File: src/design/gfx_bus_pkg.sv
`default_nettype none

package gfx_bus_pkg;

	//////////////////////////////
	// bus widths
	//////////////////////////////

	// every port in the subsystem moves one 32-bit word per transfer.
	typedef logic [31:0] word_t;

	// byte addresses are used on the core ports and on APB alike.
	typedef logic [31:0] addr_t;

	localparam int BYTES_PER_WORD = 4;

	// one strobe per byte lane; a request with no strobe set is a read.
	typedef logic [BYTES_PER_WORD-1:0] strb_t;

	//////////////////////////////
	// address map
	//////////////////////////////

	// byte-offset bits below the word index.
	// the scratchpad word index starts right above them, and a local
	// address has every bit above that index at zero.
	localparam int SUBWORD_BITS = 2;

endpackage

`default_nettype wire

File: src/design/gfx_sched_pkg.sv
`default_nettype none

package gfx_sched_pkg;

	// where the router is sending the request it has accepted.
	typedef enum logic [1:0] {
		PATH_IDLE,
		PATH_LOCAL,
		PATH_BUS
	} route_state_e;

	// which router currently owns the shared bus.
	typedef enum logic [1:0] {
		GRANT_NONE,
		GRANT_CORE0,
		GRANT_CORE1
	} grant_e;

	// APB transfer phases.
	typedef enum logic [1:0] {
		APB_IDLE,
		APB_SETUP,
		APB_ACCESS
	} apb_state_e;

endpackage

`default_nettype wire

File: src/design/apb_master.sv
`timescale 1ns/1ps
`default_nettype none

module apb_master (
	input  wire                     clk,
	input  wire                     rst_n,

	input  wire                     xfer_req,
	input  wire gfx_bus_pkg::addr_t xfer_addr,
	input  wire gfx_bus_pkg::word_t xfer_wdata,
	input  wire gfx_bus_pkg::strb_t xfer_wstrb,
	output logic                    xfer_done,
	output gfx_bus_pkg::word_t      xfer_rdata,

	output logic                    psel,
	output logic                    penable,
	output logic                    pwrite,
	output gfx_bus_pkg::addr_t      paddr,
	output gfx_bus_pkg::word_t      pwdata,
	output gfx_bus_pkg::strb_t      pstrb,
	input  wire                     pready,
	input  wire gfx_bus_pkg::word_t prdata
);

	import gfx_bus_pkg::*;
	import gfx_sched_pkg::*;

	apb_state_e state;

	always_ff @(posedge clk or negedge rst_n) begin
		if (!rst_n) begin
			state <= APB_IDLE;
		end else begin
			case (state)
				APB_IDLE: begin
					if (xfer_req) begin
						state <= APB_SETUP;
					end
				end
				APB_SETUP: begin
					state <= APB_ACCESS;
				end
				APB_ACCESS: begin
					if (pready) begin
						state <= APB_IDLE;
					end
				end
				default: begin
					state <= APB_IDLE;
				end
			endcase
		end
	end

	// fields are frozen at setup and stay put until the slave is ready.
	always_ff @(posedge clk) begin
		if (state == APB_IDLE && xfer_req) begin
			paddr  <= xfer_addr;
			pwdata <= xfer_wdata;
			pstrb  <= xfer_wstrb;
		end
	end

	assign psel       = (state != APB_IDLE);
	assign penable    = (state == APB_ACCESS);
	assign pwrite     = |pstrb;
	assign xfer_done  = penable && pready;
	assign xfer_rdata = prdata;

endmodule

`default_nettype wire

File: config.mk
export PLATFORM = sky130hd
export DESIGN_NAME = apb_master
export DESIGN_NICKNAME = d
export VERILOG_FILES = /design/src/design/gfx_bus_pkg.sv /design/src/design/gfx_sched_pkg.sv /design/src/design/apb_master.sv
export SDC_FILE = /design/constraint.sdc
export NUM_CORES = 1
export LEC_CHECK = 0
export BUFFER_PORTS_ARGS = -buffer_cell sky130_fd_sc_hd__buf_4
export CORE_MARGIN = 4
export CORE_UTILIZATION = 40
export DETAILED_ROUTE_END_ITERATION = 16
export PLACE_DENSITY = 0.89
export SETUP_SLACK_MARGIN = 0.02
export SKIP_CTS_REPAIR_TIMING = 1
export SYNTH_ARGS = -nofsm -noshare
export SYNTH_HDL_FRONTEND = slang
export SYNTH_SLANG_ARGS = --single-unit
export TNS_END_PERCENT = 100
File: constraint.sdc
create_clock -name clk -period 10.4 [get_ports clk]
set_input_delay 2.08 -clock clk [delete_from_list [all_inputs] [get_ports clk]]
set_output_delay 2.08 -clock clk [all_outputs]
set_load 0.005 [all_outputs]
==> results.toml <==
[outcome]
status = "finished, final reports clean"

[yosys]
synth_area_leaders = "edfxtp_1, buf_4, dfrtp_1"
synth_top_area_frac = 0.856
yosysWarnings = 0
ys_types = 11
ys_seq_elements = 70
syn_area_per_cell_um2 = 21.5
ys_seq_area_frac = 0.877
synthCells = 111
syn_nets = 215
yosysTopAreaCell = "edfxtp_1"
synth_area_mm2 = 0.00239

[global_route]
grtUsageMet3 = 0.0563
grt_max_degree = 67
antenna_found_initial = 0
use_met2 = 0.325
grt_pass1_wl_um = 9200
grt_usage = 0.177
grt_busiest_layer = "met2"
grt-ovfl-total = 0
grt_pass1_vias = 1597
met1_usage = 0.154

[timing]
rsz0062_at_grt = "false"
worst_slew_margin_rel = 0.452
worstMarginPinSlew_ps = 822
period_share = 0.436
fin_worst_skew_ps = 7.04
slew_violations = 0
setup_tns_ps = 0
hold_viol = 0
setup_viol = 0
period_minus_slack_ps = 4530
fmax_ghz = 0.221

[finish]
fillers = 447
fin_area_mm2 = 0.00351
syn_to_final_growth_pct = 46.9
fin_util = 0.621
nNetsFinal = 338
antenna_cells = 0
drive_gt1_frac = 0.661
mostFrequentLayoutCell = "buf_4"
layout_common_cells = "buf_4, edfxtp_1, clkbuf_8"

[setup_path]
critPathKind = "in2out"
worstPathRequired_ps = 8320
arrival_ps = 2450
critPathCaptureType = "primary output"
critPathLaunchType = "input pin"
rrSetupSlack_ps = 8470
r2r_start = "state[0]"
path_max_fanout = 2
rr_worst_depth = 3
r2r-end = "pwdata[7]"

[floorplanning]
die-area_mm2 = 0.00727
die_x_um = 85.2
dieHeight_um = 85.2
initial_core_util = 0.423
rows = 27
num_io_pins = 208
core_area_mm2 = 0.00564

[drt]
drc = 0
final_antenna_net_count = 0
first_iter_violations = 75
drtPass1Iterations = 4
wl_per_cell_um = 20.6
vias = 1413
viasPerCell = 4.54
wirelength_um = 6390

[clock_tree]
cts.htree.levels = 3
numCtsBuffers = 9
cts_tree = "yes"
clkLatencyLatePin_ps = 320
cts_buffer_depth = 2
clk_pin_slew_ps = 60
cts_sinks = 70
root_buffer = "clkbuf_8"

[pwr]
power.total_mw = 0.743
power.leakage_nw = 1.47
power_density_mw_per_mm2 = 212
ir_drop_mv = 0.169

[hold_path]
hold_class = "reg2reg"
min_from = "state[1]"
worstHoldPathCells = 1
min_to = "state[1]"

[place]
placed_cell_area_mm2 = 0.00332
portBuffers = 143
place.gp.congestion = 0.737

[run]
drv_cap = 0
[how the worst max path moves through the flow]
stage | start | end | slack [ps] | cells after the start
2_1_floorplan | xfer_req | paddr[0] | 4950 | 2
3_3_place_gp | pready | xfer_done | 5880 | 3
3_5_place_dp | pready | xfer_done | 5870 | 3
4_1_cts | pready | xfer_done | 5870 | 3
5_1_grt | pready | xfer_done | 5850 | 3
6_report | pready | xfer_done | 5870 | 3
[critical path, stage by stage]
cell and delay (ps):
buf_4 110, and2_1 130, buf_4 130
[per-stage QoR]
| stage | cells | worst slack, ps | hold slack [ps] |
|---|---|---|---|
| finish | 311 | 5870 | 506 |
| global route | 311 | 5850 | 538 |
| CTS | 311 | 5870 | 505 |
| detailed placement | 295 | 5870 | 496 |
| global placement | 295 | 5880 | 479 |
| floorplan | 111 | 4950 | 456 |
[where the power goes]
part           internal, mW  switching, mW  total [mW]
logic                0.0792         0.0664       0.146
registers             0.379         0.0176       0.397
clock network         0.109         0.0918       0.201
[cells in the mapped netlist, drive strengths merged]
master,instances
edfxtp,68
dfrtp,2
or4,1
nand2b,1
nor2,2
nor2b,1
and2,1
or2,1
inv,1
mux2i,1
buf,32
[per-layer routing]
| metal | part of all wire | vias to the layer above | wire length (µm) |
|---|---|---|---|
| li1 | - | 623 | - |
| met5 | 0 | - | 0 |
| met4 | 0.064 | 0 | 412 |
| met3 | 0.095 | 43 | 605 |
| met2 | 0.56 | 99 | 3590 |
| met1 | 0.28 | 648 | 1780 |
[cell type report]
class / count / area, µm² / share of cell area
clock inverter: 5 / 50.0 / 0.0143
multi-input combinational: 8 / 57.6 / 0.0164
clock buffer: 11 / 131 / 0.0375
timing repair buffer: 144 / 1080 / 0.308
tap: 72 / 90.1 / 0.0257
inverter: 1 / 3.75 / 0.00107
sequential: 70 / 2090 / 0.597
[sequential cells by signal (all words and copies together) (netlist names)]
name,cells
pstrb,4
pwdata,32
state,2
paddr,32
[cell families after synthesis]
logic type,Yosys count,share of synthesized area
buf+inv,33,0.102
flops,70,0.877
mux,1,0.00420
simple gates,7,0.0168
(Power assumes the default switching activity.)
