===== config.mk =====
export PLATFORM = sky130hd
export DESIGN_NAME = bus_arbiter
export DESIGN_NICKNAME = d
export VERILOG_FILES = /design/src/design/gfx_bus_pkg.sv /design/src/design/gfx_sched_pkg.sv /design/src/design/bus_arbiter.sv
export SDC_FILE = /design/constraint.sdc
export NUM_CORES = 1
export LEC_CHECK = 0
export CAP_MARGIN = 20
export CORE_AREA = 2 2 118 120
export DETAILED_ROUTE_END_ITERATION = 10
export DIE_AREA = 0 0 120 122
export DONT_BUFFER_PORTS = 1
export SYNTH_ARGS = -nofsm -noshare
export SYNTH_HDL_FRONTEND = slang
export SYNTH_SLANG_ARGS = --single-unit

===== constraint.sdc =====
create_clock -name clk -period 2.6 [get_ports clk]
set_clock_uncertainty 0.15 [all_clocks]
set_input_delay 0.39 -clock clk [delete_from_list [all_inputs] [get_ports clk]]
set_output_delay 0.39 -clock clk [all_outputs]
set_load 0.05 [all_outputs]

===== src/design/gfx_bus_pkg.sv =====
`default_nettype none

package gfx_bus_pkg;

	//////////////////////////////
	// bus widths
	//////////////////////////////

	// every port in the subsystem moves one 32-bit word per transfer.
	typedef logic [31:0] word_t;

	// byte addresses are used on the core ports and on APB alike.
	typedef logic [31:0] addr_t;

	localparam int BYTES_PER_WORD = 4;

	// one strobe per byte lane; a request with no strobe set is a read.
	typedef logic [BYTES_PER_WORD-1:0] strb_t;

	//////////////////////////////
	// address map
	//////////////////////////////

	// byte-offset bits below the word index.
	// the scratchpad word index starts right above them, and a local
	// address has every bit above that index at zero.
	localparam int SUBWORD_BITS = 2;

endpackage

`default_nettype wire


===== src/design/gfx_sched_pkg.sv =====
`default_nettype none

package gfx_sched_pkg;

	// where the router is sending the request it has accepted.
	typedef enum logic [1:0] {
		PATH_IDLE,
		PATH_LOCAL,
		PATH_BUS
	} route_state_e;

	// which router currently owns the shared bus.
	typedef enum logic [1:0] {
		GRANT_NONE,
		GRANT_CORE0,
		GRANT_CORE1
	} grant_e;

	// APB transfer phases.
	typedef enum logic [1:0] {
		APB_IDLE,
		APB_SETUP,
		APB_ACCESS
	} apb_state_e;

endpackage

`default_nettype wire


===== src/design/bus_arbiter.sv =====
`timescale 1ns/1ps
`default_nettype none

module bus_arbiter (
	input  wire                     clk,
	input  wire                     rst_n,

	input  wire                     req0,
	input  wire                     req1,
	input  wire gfx_bus_pkg::addr_t addr0,
	input  wire gfx_bus_pkg::addr_t addr1,
	input  wire gfx_bus_pkg::word_t wdata0,
	input  wire gfx_bus_pkg::word_t wdata1,
	input  wire gfx_bus_pkg::strb_t wstrb0,
	input  wire gfx_bus_pkg::strb_t wstrb1,
	output logic                    done0,
	output logic                    done1,
	output gfx_bus_pkg::word_t      rdata0,
	output gfx_bus_pkg::word_t      rdata1,

	output logic                    xfer_req,
	output gfx_bus_pkg::addr_t      xfer_addr,
	output gfx_bus_pkg::word_t      xfer_wdata,
	output gfx_bus_pkg::strb_t      xfer_wstrb,
	input  wire                     xfer_done,
	input  wire gfx_bus_pkg::word_t xfer_rdata
);

	import gfx_bus_pkg::*;
	import gfx_sched_pkg::*;

	grant_e grant;
	logic   last_core1;
	logic   pick_core1;

	// with both routers asking, the one not served last wins.
	assign pick_core1 = req1 && (!req0 || !last_core1);

	always_ff @(posedge clk or negedge rst_n) begin
		if (!rst_n) begin
			grant      <= GRANT_NONE;
			last_core1 <= 1'b1;
		end else if (grant == GRANT_NONE) begin
			if (req0 || req1) begin
				grant      <= pick_core1 ? GRANT_CORE1 : GRANT_CORE0;
				last_core1 <= pick_core1;
			end
		end else if (xfer_done) begin
			grant <= GRANT_NONE;
		end
	end

	assign xfer_req   = (grant != GRANT_NONE);
	assign xfer_addr  = (grant == GRANT_CORE1) ? addr1 : addr0;
	assign xfer_wdata = (grant == GRANT_CORE1) ? wdata1 : wdata0;
	assign xfer_wstrb = (grant == GRANT_CORE1) ? wstrb1 : wstrb0;

	// only the owner sees done; read data can go to both.
	assign done0  = xfer_done && (grant == GRANT_CORE0);
	assign done1  = xfer_done && (grant == GRANT_CORE1);
	assign rdata0 = xfer_rdata;
	assign rdata1 = xfer_rdata;

endmodule

`default_nettype wire


==> results.json, run 1 <==
{
  "status": "finished, final reports clean",
  "firstDrtPassIters": 4,
  "grt_use_total_pct": 6.426,
  "place_congestion": 0.7494,
  "pre_cts_slack_ns": 0.5548,
  "dieArea_mm2": 0.01464,
  "wire_per_inst_um": 20.41,
  "syn_to_final_growth_pct": -13.51,
  "max-slew-margin-rel_pct": 69.64,
  "comb_power_share_pct": 85.4,
  "synthDistinctLibCells": 17,
  "crit_arrival_ns": 1.74,
  "crit_buf_inv": 1,
  "powerDensity_mw_per_mm2": 1859,
  "cp-start-kind": "register",
  "p_sw_w": 0.001657,
  "p_int_w": 0.0007862,
  "clk_pin_slew_ns": 0.03,
  "synth_area_mm2": 0.001519,
  "syn_area_per_cell_um2": 9.737,
  "netSwitchingFraction_pct": 67.81,
  "grt_max_degree": 70,
  "final_nets": 266,
  "grt_remaining_overflow": 0,
  "cts_made_buffers": 3,
  "cp_top_family": "multiplexers",
  "die_h_um": 122,
  "drt_iter0_markers": 21,
  "hold_violations": 0,
  "core_area_mm2": 0.01350,
  "layout_commonest_cell": "mux2_2",
  "rows": 43,
  "pwr-share-clk_pct": 10.1,
  "clock_latency_ns": 0.23,
  "hpwl_um": 5053,
  "setup_viol_count_final": 0,
  "place_area_mm2": 0.001222,
  "hold_class": "in2reg",
  "numPortBuffers": 0,
  "mostFrequentLayoutCells": "mux2_2 (59), mux2_4 (9), clkbuf_16 (3)",
  "end_kind": "primary output",
  "num_vias": 889,
  "slowest_stage": "mux2_2",
  "crit_required_ns": 2.06,
  "cts_buffer_depth": 2,
  "cts_resized": 0,
  "tritoncts": "done",
  "htree_levels": 1,
  "tightestPinTransition_ns": 0.4549,
  "wirelength_um": 5573,
  "die_width_um": 120,
  "grt_pass1_vias": 904,
  "maxCapViolCount": 0,
  "drive_gt1_share_pct": 82.61,
  "drv_slew": 0,
  "grt_setup_unrepaired": "false",
  "antenna_found_initial": 1,
  "irDropWorstVdd_mv": 0.3251,
  "tns_ns": 0,
  "holdWs_ns": 0.1838,
  "power.leakage_nw": 0.4182,
  "p_seq_share_pct": 4.5,
  "cp_max_fo": 69,
  "postRouteAntennaNets": 0,
  "fin_cells": 273,
  "syn_nets": 329,
  "ys_ff_latch": 3,
  "root_buffer": "clkbuf_16",
  "routed_via_density": 3.256,
  "slowest_delay_ns": 0.52,
  "grt_pass1_wl_um": 6375,
  "yosysWarnings": 0,
  "dpl.cell_count": 267,
  "crit_type": "reg2out",
  "fin_crit_ns": 2.281,
  "cts_num_sinks": 3,
  "max_freq_ghz": 0.4385,
  "critical_path.cell_chain": "nor2b_4, buf_12, mux2_2",
  "initial_core_util_pct": 11.25,
  "syn_inst": 156,
  "fin_area_mm2": 0.001314,
  "io_pins": 308,
  "seq_area_frac_synth_pct": 5.025,
  "drc": 0,
  "finalCritPeriodShare_pct": 87.71,
  "setup_slack_ns": 0.3195
}
==> cells in the mapped netlist <==
library cell  number  area (µm²)
nor2_1             2       7.510
buf_4             69       518.0
mux2_4             9       135.1
mux2_2            59       664.4
buf_6              1       11.26
nor2b_1            1       6.260
and2_1             1       6.260
buf_12             1       20.02
inv_1              2       7.510
dfstp_2            1       26.28
a32o_1             2       20.02
o32a_1             1       10.01
buf_8              1       15.01
dfrtp_1            2       50.05
nand2b_1           1       6.260
nor3b_1            1       7.510
nand2_1            2       7.510
==> state kept, by name, summed over array words and instances, names as in the netlist <==
signal      cells
last_core1      1
grant           2
==> through the flow <==
step,total power (W),util (%)
after global placement,0.002196,9.052
after floorplan,0.002363,-
final,0.002443,9.729
after global routing,0.002515,9.729
after detailed placement,0.002218,9.052
after CTS,0.002472,9.710
==> what timing repair did <==
| action | 4_1_cts | 5_1_grt |
|---|---|---|
| hold buffers | 1 | 0 |
| hold endpoints to repair | 3 | 0 |
| setup buffers | 0 | 0 |
==> routing by layer <==
metal	GRT usage [%]	vias up	wire length (µm)
met5	0	-	0
met4	3.162	0	157
met2	12.86	128	3153
met1	6.485	400	1771
li1	-	346	-
met3	0.7959	15	491
==> power groups by stage <==
stage / sequential, W / clock (W) / combinational [W]
6_report: 0.000110 / 0.000247 / 0.00209
5_1_grt: 0.000116 / 0.000252 / 0.00215
4_1_cts: 0.000108 / 0.000250 / 0.00211
3_5_place_dp: 0.000109 / 0 / 0.00211
3_3_place_gp: 0.000104 / 0 / 0.00209
2_1_floorplan: 0.0000974 / 0 / 0.00227
==> cell type report <==
type | count | area [µm²]
fill | 1543 | 12190
antenna | 1 | 2.502
timing repair buffer | 4 | 45.04
inverter | 2 | 7.507
sequential | 3 | 76.32
clock buffer | 4 | 78.83
multi-input combinational | 79 | 878.3
tap | 180 | 225.2
==> final timing paths <==
check	start	cells past startpoint	slack [ns]	end
setup / recovery	grant[1]	3	0.32	xfer_addr[17]
hold / removal	req0	1	0.18	grant[0]
setup reg to reg	last_core1	2	1.48	grant[1]
hold reg to reg	last_core1	1	0.37	last_core1
max in group asynchronous	rst_n	1	1.81	last_core1
min in group asynchronous	rst_n	1	0.27	grant[0]
==> cell families (layout without fill, tap and decap cells) <==
logic type             after synthesis  count (layout)  share of synthesized area [%]
buffers and inverters               74              10                          37.64
muxes                               68              68                          52.64
DFF                                  3               3                          5.025
other                                0               1                              0
AOI/OAI and AO/OA                    3               3                          1.977
and+or+nand+nor                      8               8                          2.720
Power figures use the tool's default switching activity.
==> run 2: changes to the inputs <==
- PLACE_DENSITY_LB_ADDON: unset -> 0.05
==> run 2 against run 1 <==
Final cell count is 0.73% higher. Final area rose by 0.76%. Wire length grew 2.6%.
==> results.json, run 2 (synthesis results as in run 1) <==
{
  "grt_max_degree": 41,
  "cts_buffer_depth": 2,
  "top_register": "grant",
  "wirelength_um": 5718,
  "pre_cts_slack_ns": 0.5144,
  "die_width_um": 120,
  "power.leakage_nw": 0.4234,
  "post-cts-setup-buffers": 0,
  "htree_levels": 1,
  "hold_class": "in2reg",
  "reg2reg_setup_slack_ns": 1.48,
  "clock_latency_ns": 0.23,
  "routed_via_density": 3.345,
  "firstDrtPassIters": 2,
  "setup_slack_ns": 0.2816,
  "wire_per_inst_um": 20.79,
  "max_freq_ghz": 0.4313,
  "num_vias": 920,
  "drive_gt1_share_pct": 82.80,
  "slowest_delay_ns": 0.52,
  "finalCritPeriodShare_pct": 89.17,
  "holdWs_ns": 0.1823,
  "initial_core_util_pct": 11.25,
  "r2r_end": "grant[1]",
  "tightestPinTransition_ns": 0.4323,
  "numPortBuffers": 0,
  "grt_setup_unrepaired": "false",
  "hpwl_um": 5242,
  "maxCapViolCount": 0,
  "drt_iter0_markers": 16,
  "grt_pass1_vias": 1005,
  "fin_crit_ns": 2.318,
  "fin_area_mm2": 0.001324,
  "powerDensity_mw_per_mm2": 1826,
  "rows": 43,
  "cp_top_family": "multiplexers",
  "largest_reg_flops": 2,
  "critical_path.cell_chain": "nor2b_4, buf_4, mux2_2",
  "mostFrequentLayoutCells": "mux2_2 (59), mux2_4 (9), clkbuf_16 (3), buf_4 (3)",
  "hold_violations": 0,
  "grt_remaining_overflow": 0,
  "irDropWorstVdd_mv": 0.3263,
  "cts_resized": 0,
  "final_nets": 267,
  "tns_ns": 0,
  "drv_slew": 0,
  "grt_use_total_pct": 6.633,
  "crit_type": "reg2out",
  "place_congestion": 0.6674,
  "layout_commonest_cell": "mux2_2",
  "final_util_pct": 9.803,
  "hold_depth": 1,
  "die_h_um": 122,
  "antenna_found_initial": 5,
  "drc": 0,
  "crit_arrival_ns": 1.78,
  "hp-start": "req1",
  "place_area_mm2": 0.001230,
  "cp-start-kind": "register",
  "syn_to_final_growth_pct": -12.85,
  "status": "finished, final reports clean",
  "root_buffer": "clkbuf_16",
  "reg2reg_depth": 2,
  "crit_buf_inv": 1,
  "postRouteAntennaNets": 0,
  "cp_max_fo": 29,
  "slowest_stage": "mux2_2",
  "core_area_mm2": 0.01350,
  "grt_pass1_wl_um": 6851,
  "path_depth": 3,
  "max-slew-margin-rel_pct": 71.15,
  "clk_pin_slew_ns": 0.03,
  "r2r-start": "last_core1",
  "reg_top3": "grant (2), last_core1 (1)",
  "dieArea_mm2": 0.01464,
  "cts_num_sinks": 3,
  "cts_made_buffers": 3,
  "crit_required_ns": 2.06,
  "tritoncts": "done",
  "whs_endpoint": "grant[1]",
  "end_kind": "primary output",
  "setup_viol_count_final": 0,
  "io_pins": 308
}
[run 2: cell types whose count changed in the layout (fill, tap and decap cells not counted), sizes merged]
cell,previous run,this run
diode,1,2
buf,3,4
[run 2: worst max path at each step]
stage	slack (ns)	from	end
6_report	0.28	grant[1]	xfer_addr[11]
5_1_grt	0.19	grant[1]	xfer_addr[11]
4_1_cts	0.27	grant[1]	xfer_wstrb[2]
3_5_place_dp	0.51	grant[1]	xfer_wstrb[2]
3_3_place_gp	0.54	grant[1]	xfer_addr[7]
2_1_floorplan	0.69	grant[1]	done1
[run 2: worst reg2reg max path, stage by stage (launching register included)]
cell and delay, ns:
dfstp_2 0.53, nand2_1 0.07, a32o_1 0.25
[run 2: per-stage QoR]
step | power (W) | instances
global route | 0.002492 | 274
finish | 0.002418 | 275
detailed placement | 0.002185 | 268
floorplan | 0.002363 | 156
global placement | 0.002197 | 268
CTS | 0.002446 | 273
[run 2: report_power, final]
group | internal, W | switching [W] | total [W]
logic | 0.000517 | 0.00154 | 0.00206
clock network | 0.000203 | 0.0000462 | 0.000249
registers | 0.0000759 | 0.0000344 | 0.000110
total | 0.000795 | 0.00162 | 0.00242
[run 2: repair_timing]
| item | CTS | global route |
|---|---|---|
| endpoints found under the setup margin | 0 | 0 |
| hold buffers | 1 | 0 |
| endpoints found under the hold margin | 3 | 0 |
[run 2: layer usage]
layer  vias to the layer above  track usage [%]  wire (µm)
li1                        349                -          -
met1                       378            4.043       1306
met2                       151            13.92       3292
met3                        38            3.979        876
met4                         4            3.897        215
met5                         -                0         27
[run 2: layout make-up]
class	count	area [µm²]
fillers	1542	12180
multi-input cells	79	878.3
well taps	180	225.2
clock buffers	4	78.83
flip-flops and latches	3	76.32
repair buffers	5	52.55
inverters	2	7.507
diodes	2	5.005
==> run 3: changes to the inputs <==
- RECOVER_POWER: unset -> 50
==> run 3 against run 2 <==
Count of clock-buffer cells in the layout is the same. Highest routed layer unchanged. Combinational power hardly changed. Via count unchanged. Critical endpoint unchanged. Critical path type unchanged.
==> results.json, run 3 (synthesis results as in run 1) <==
{
  "powerDensity_mw_per_mm2": 1825,
  "finalPower_w": 0.002416,
  "hp-start": "req1",
  "fill_cells": 1542,
  "fin_crit_ns": 2.318,
  "clk_pin_slew_ns": 0.03,
  "end_kind": "primary output",
  "r2r-start": "last_core1",
  "drc": 0,
  "tightestPinTransition_ns": 0.4323,
  "fin_area_mm2": 0.001324,
  "power.leakage_nw": 0.4227,
  "crit_start": "grant[1]",
  "drt_iter0_markers": 16,
  "irDropWorstVdd_mv": 0.3263,
  "tns_ns": 0,
  "finalCritPeriodShare_pct": 89.17,
  "cts_num_sinks": 3,
  "setup_slack_ns": 0.2816,
  "reg_top3": "grant (2), last_core1 (1)",
  "grt_max_degree": 41,
  "post-cts-setup-buffers": 0,
  "root_buffer": "clkbuf_16",
  "place_congestion": 0.6674,
  "largest_reg_flops": 2,
  "cts_made_buffers": 3,
  "grt_pass1_wl_um": 6851,
  "numPortBuffers": 0,
  "grt_pass1_vias": 1005,
  "mostFrequentLayoutCells": "mux2_2 (59), mux2_4 (9), clkbuf_16 (3), buf_4 (3)",
  "initial_core_util_pct": 11.25,
  "syn_to_final_growth_pct": -12.85,
  "top_register": "grant",
  "io_pins": 308,
  "hold_class": "in2reg",
  "cp_top_family": "multiplexers",
  "max-slew-margin-rel_pct": 71.15,
  "firstDrtPassIters": 2,
  "slowest_delay_ns": 0.52,
  "cp_max_fo": 29,
  "dpl.cell_count": 268,
  "rows": 43,
  "layout_commonest_cell": "mux2_2",
  "grt_setup_unrepaired": "false",
  "crit_type": "reg2out",
  "cts_buffer_depth": 2,
  "crit_required_ns": 2.06,
  "slowest_stage": "mux2_2",
  "drv_slew": 0,
  "crit_arrival_ns": 1.78,
  "core_area_mm2": 0.01350,
  "wire_per_inst_um": 20.79,
  "postRouteAntennaNets": 0,
  "num_vias": 920,
  "reg2reg_setup_slack_ns": 1.46,
  "pre_cts_slack_ns": 0.5144,
  "htree_levels": 1,
  "cp-start-kind": "register",
  "tritoncts": "done",
  "critical_path.cell_chain": "nor2b_4, buf_4, mux2_2",
  "crit_buf_inv": 1,
  "clock_latency_ns": 0.23,
  "hpwl_um": 5242,
  "die_h_um": 122,
  "hold_violations": 0,
  "die_width_um": 120,
  "grt_use_total_pct": 6.633,
  "final_nets": 267,
  "wirelength_um": 5717,
  "status": "finished, final reports clean",
  "setup_viol_count_final": 0,
  "routed_via_density": 3.345,
  "fin_cells": 275,
  "drive_gt1_share_pct": 81.72,
  "dieArea_mm2": 0.01464,
  "place_area_mm2": 0.001230,
  "antenna_found_initial": 5,
  "maxCapViolCount": 0,
  "grt_remaining_overflow": 0,
  "max_freq_ghz": 0.4313
}
==> run 3: cell counts in the layout (fill, tap and decap cells not counted) <==
Identical to the previous run, type by type.
==> run 3: worst reg2reg max path: cells and delay by family (launching register included) <==
family,cells,cell delay (ns)
flip-flops,1,0.53
AND/OR/NAND/NOR,1,0.08
AO/OA/AOI/OAI,1,0.26
==> run 3: path summary, 6_finish.rpt <==
check	end	cells past startpoint
hold / removal	grant[1]	1
max in group asynchronous	last_core1	1
hold reg to reg	last_core1	1
setup reg to reg	grant[1]	2
setup / recovery	xfer_addr[11]	3
min in group asynchronous	grant[0]	1
==> run 3: layout make-up <==
class / instances / area (µm²) / area share (%)
multi-input combinational: 79 / 878.3 / 66.35
tap: 180 / 225.2 / 17.01
clock buffer: 4 / 78.83 / 5.955
sequential: 3 / 76.32 / 5.766
timing repair buffer: 5 / 52.55 / 3.970
inverter: 2 / 7.507 / 0.5671
antenna: 2 / 5.005 / 0.3781
==> run 3: repair_timing <==
item | in CTS | in global routing
endpoints found under the hold margin | 3 | 0
hold buffers | 1 | 0
gates resized for setup | 0 | 0
==> run 3: report_power, final <==
part	total, W	switching (W)	internal [W]
registers	0.000108	0.0000346	0.0000736
logic	0.00206	0.00154	0.000517
clock network	0.000249	0.0000462	0.000203
==> run 3: through the flow <==
stage	hold slack [ns]	utilization, %
3_5_place_dp	-0.05543	9.108
6_report	0.1823	9.803
3_3_place_gp	-0.05543	9.108
5_1_grt	0.1908	9.784
2_1_floorplan	-0.05559	-
4_1_cts	0.1859	9.766
==> run 3: layer usage <==
layer	vias to the layer above	track usage [%]	part of all wire (%)
li1	349	-	-
met1	378	4.043	23
met2	151	13.92	58
met3	38	3.979	15
met4	4	3.897	3.8
met5	-	0	0.47
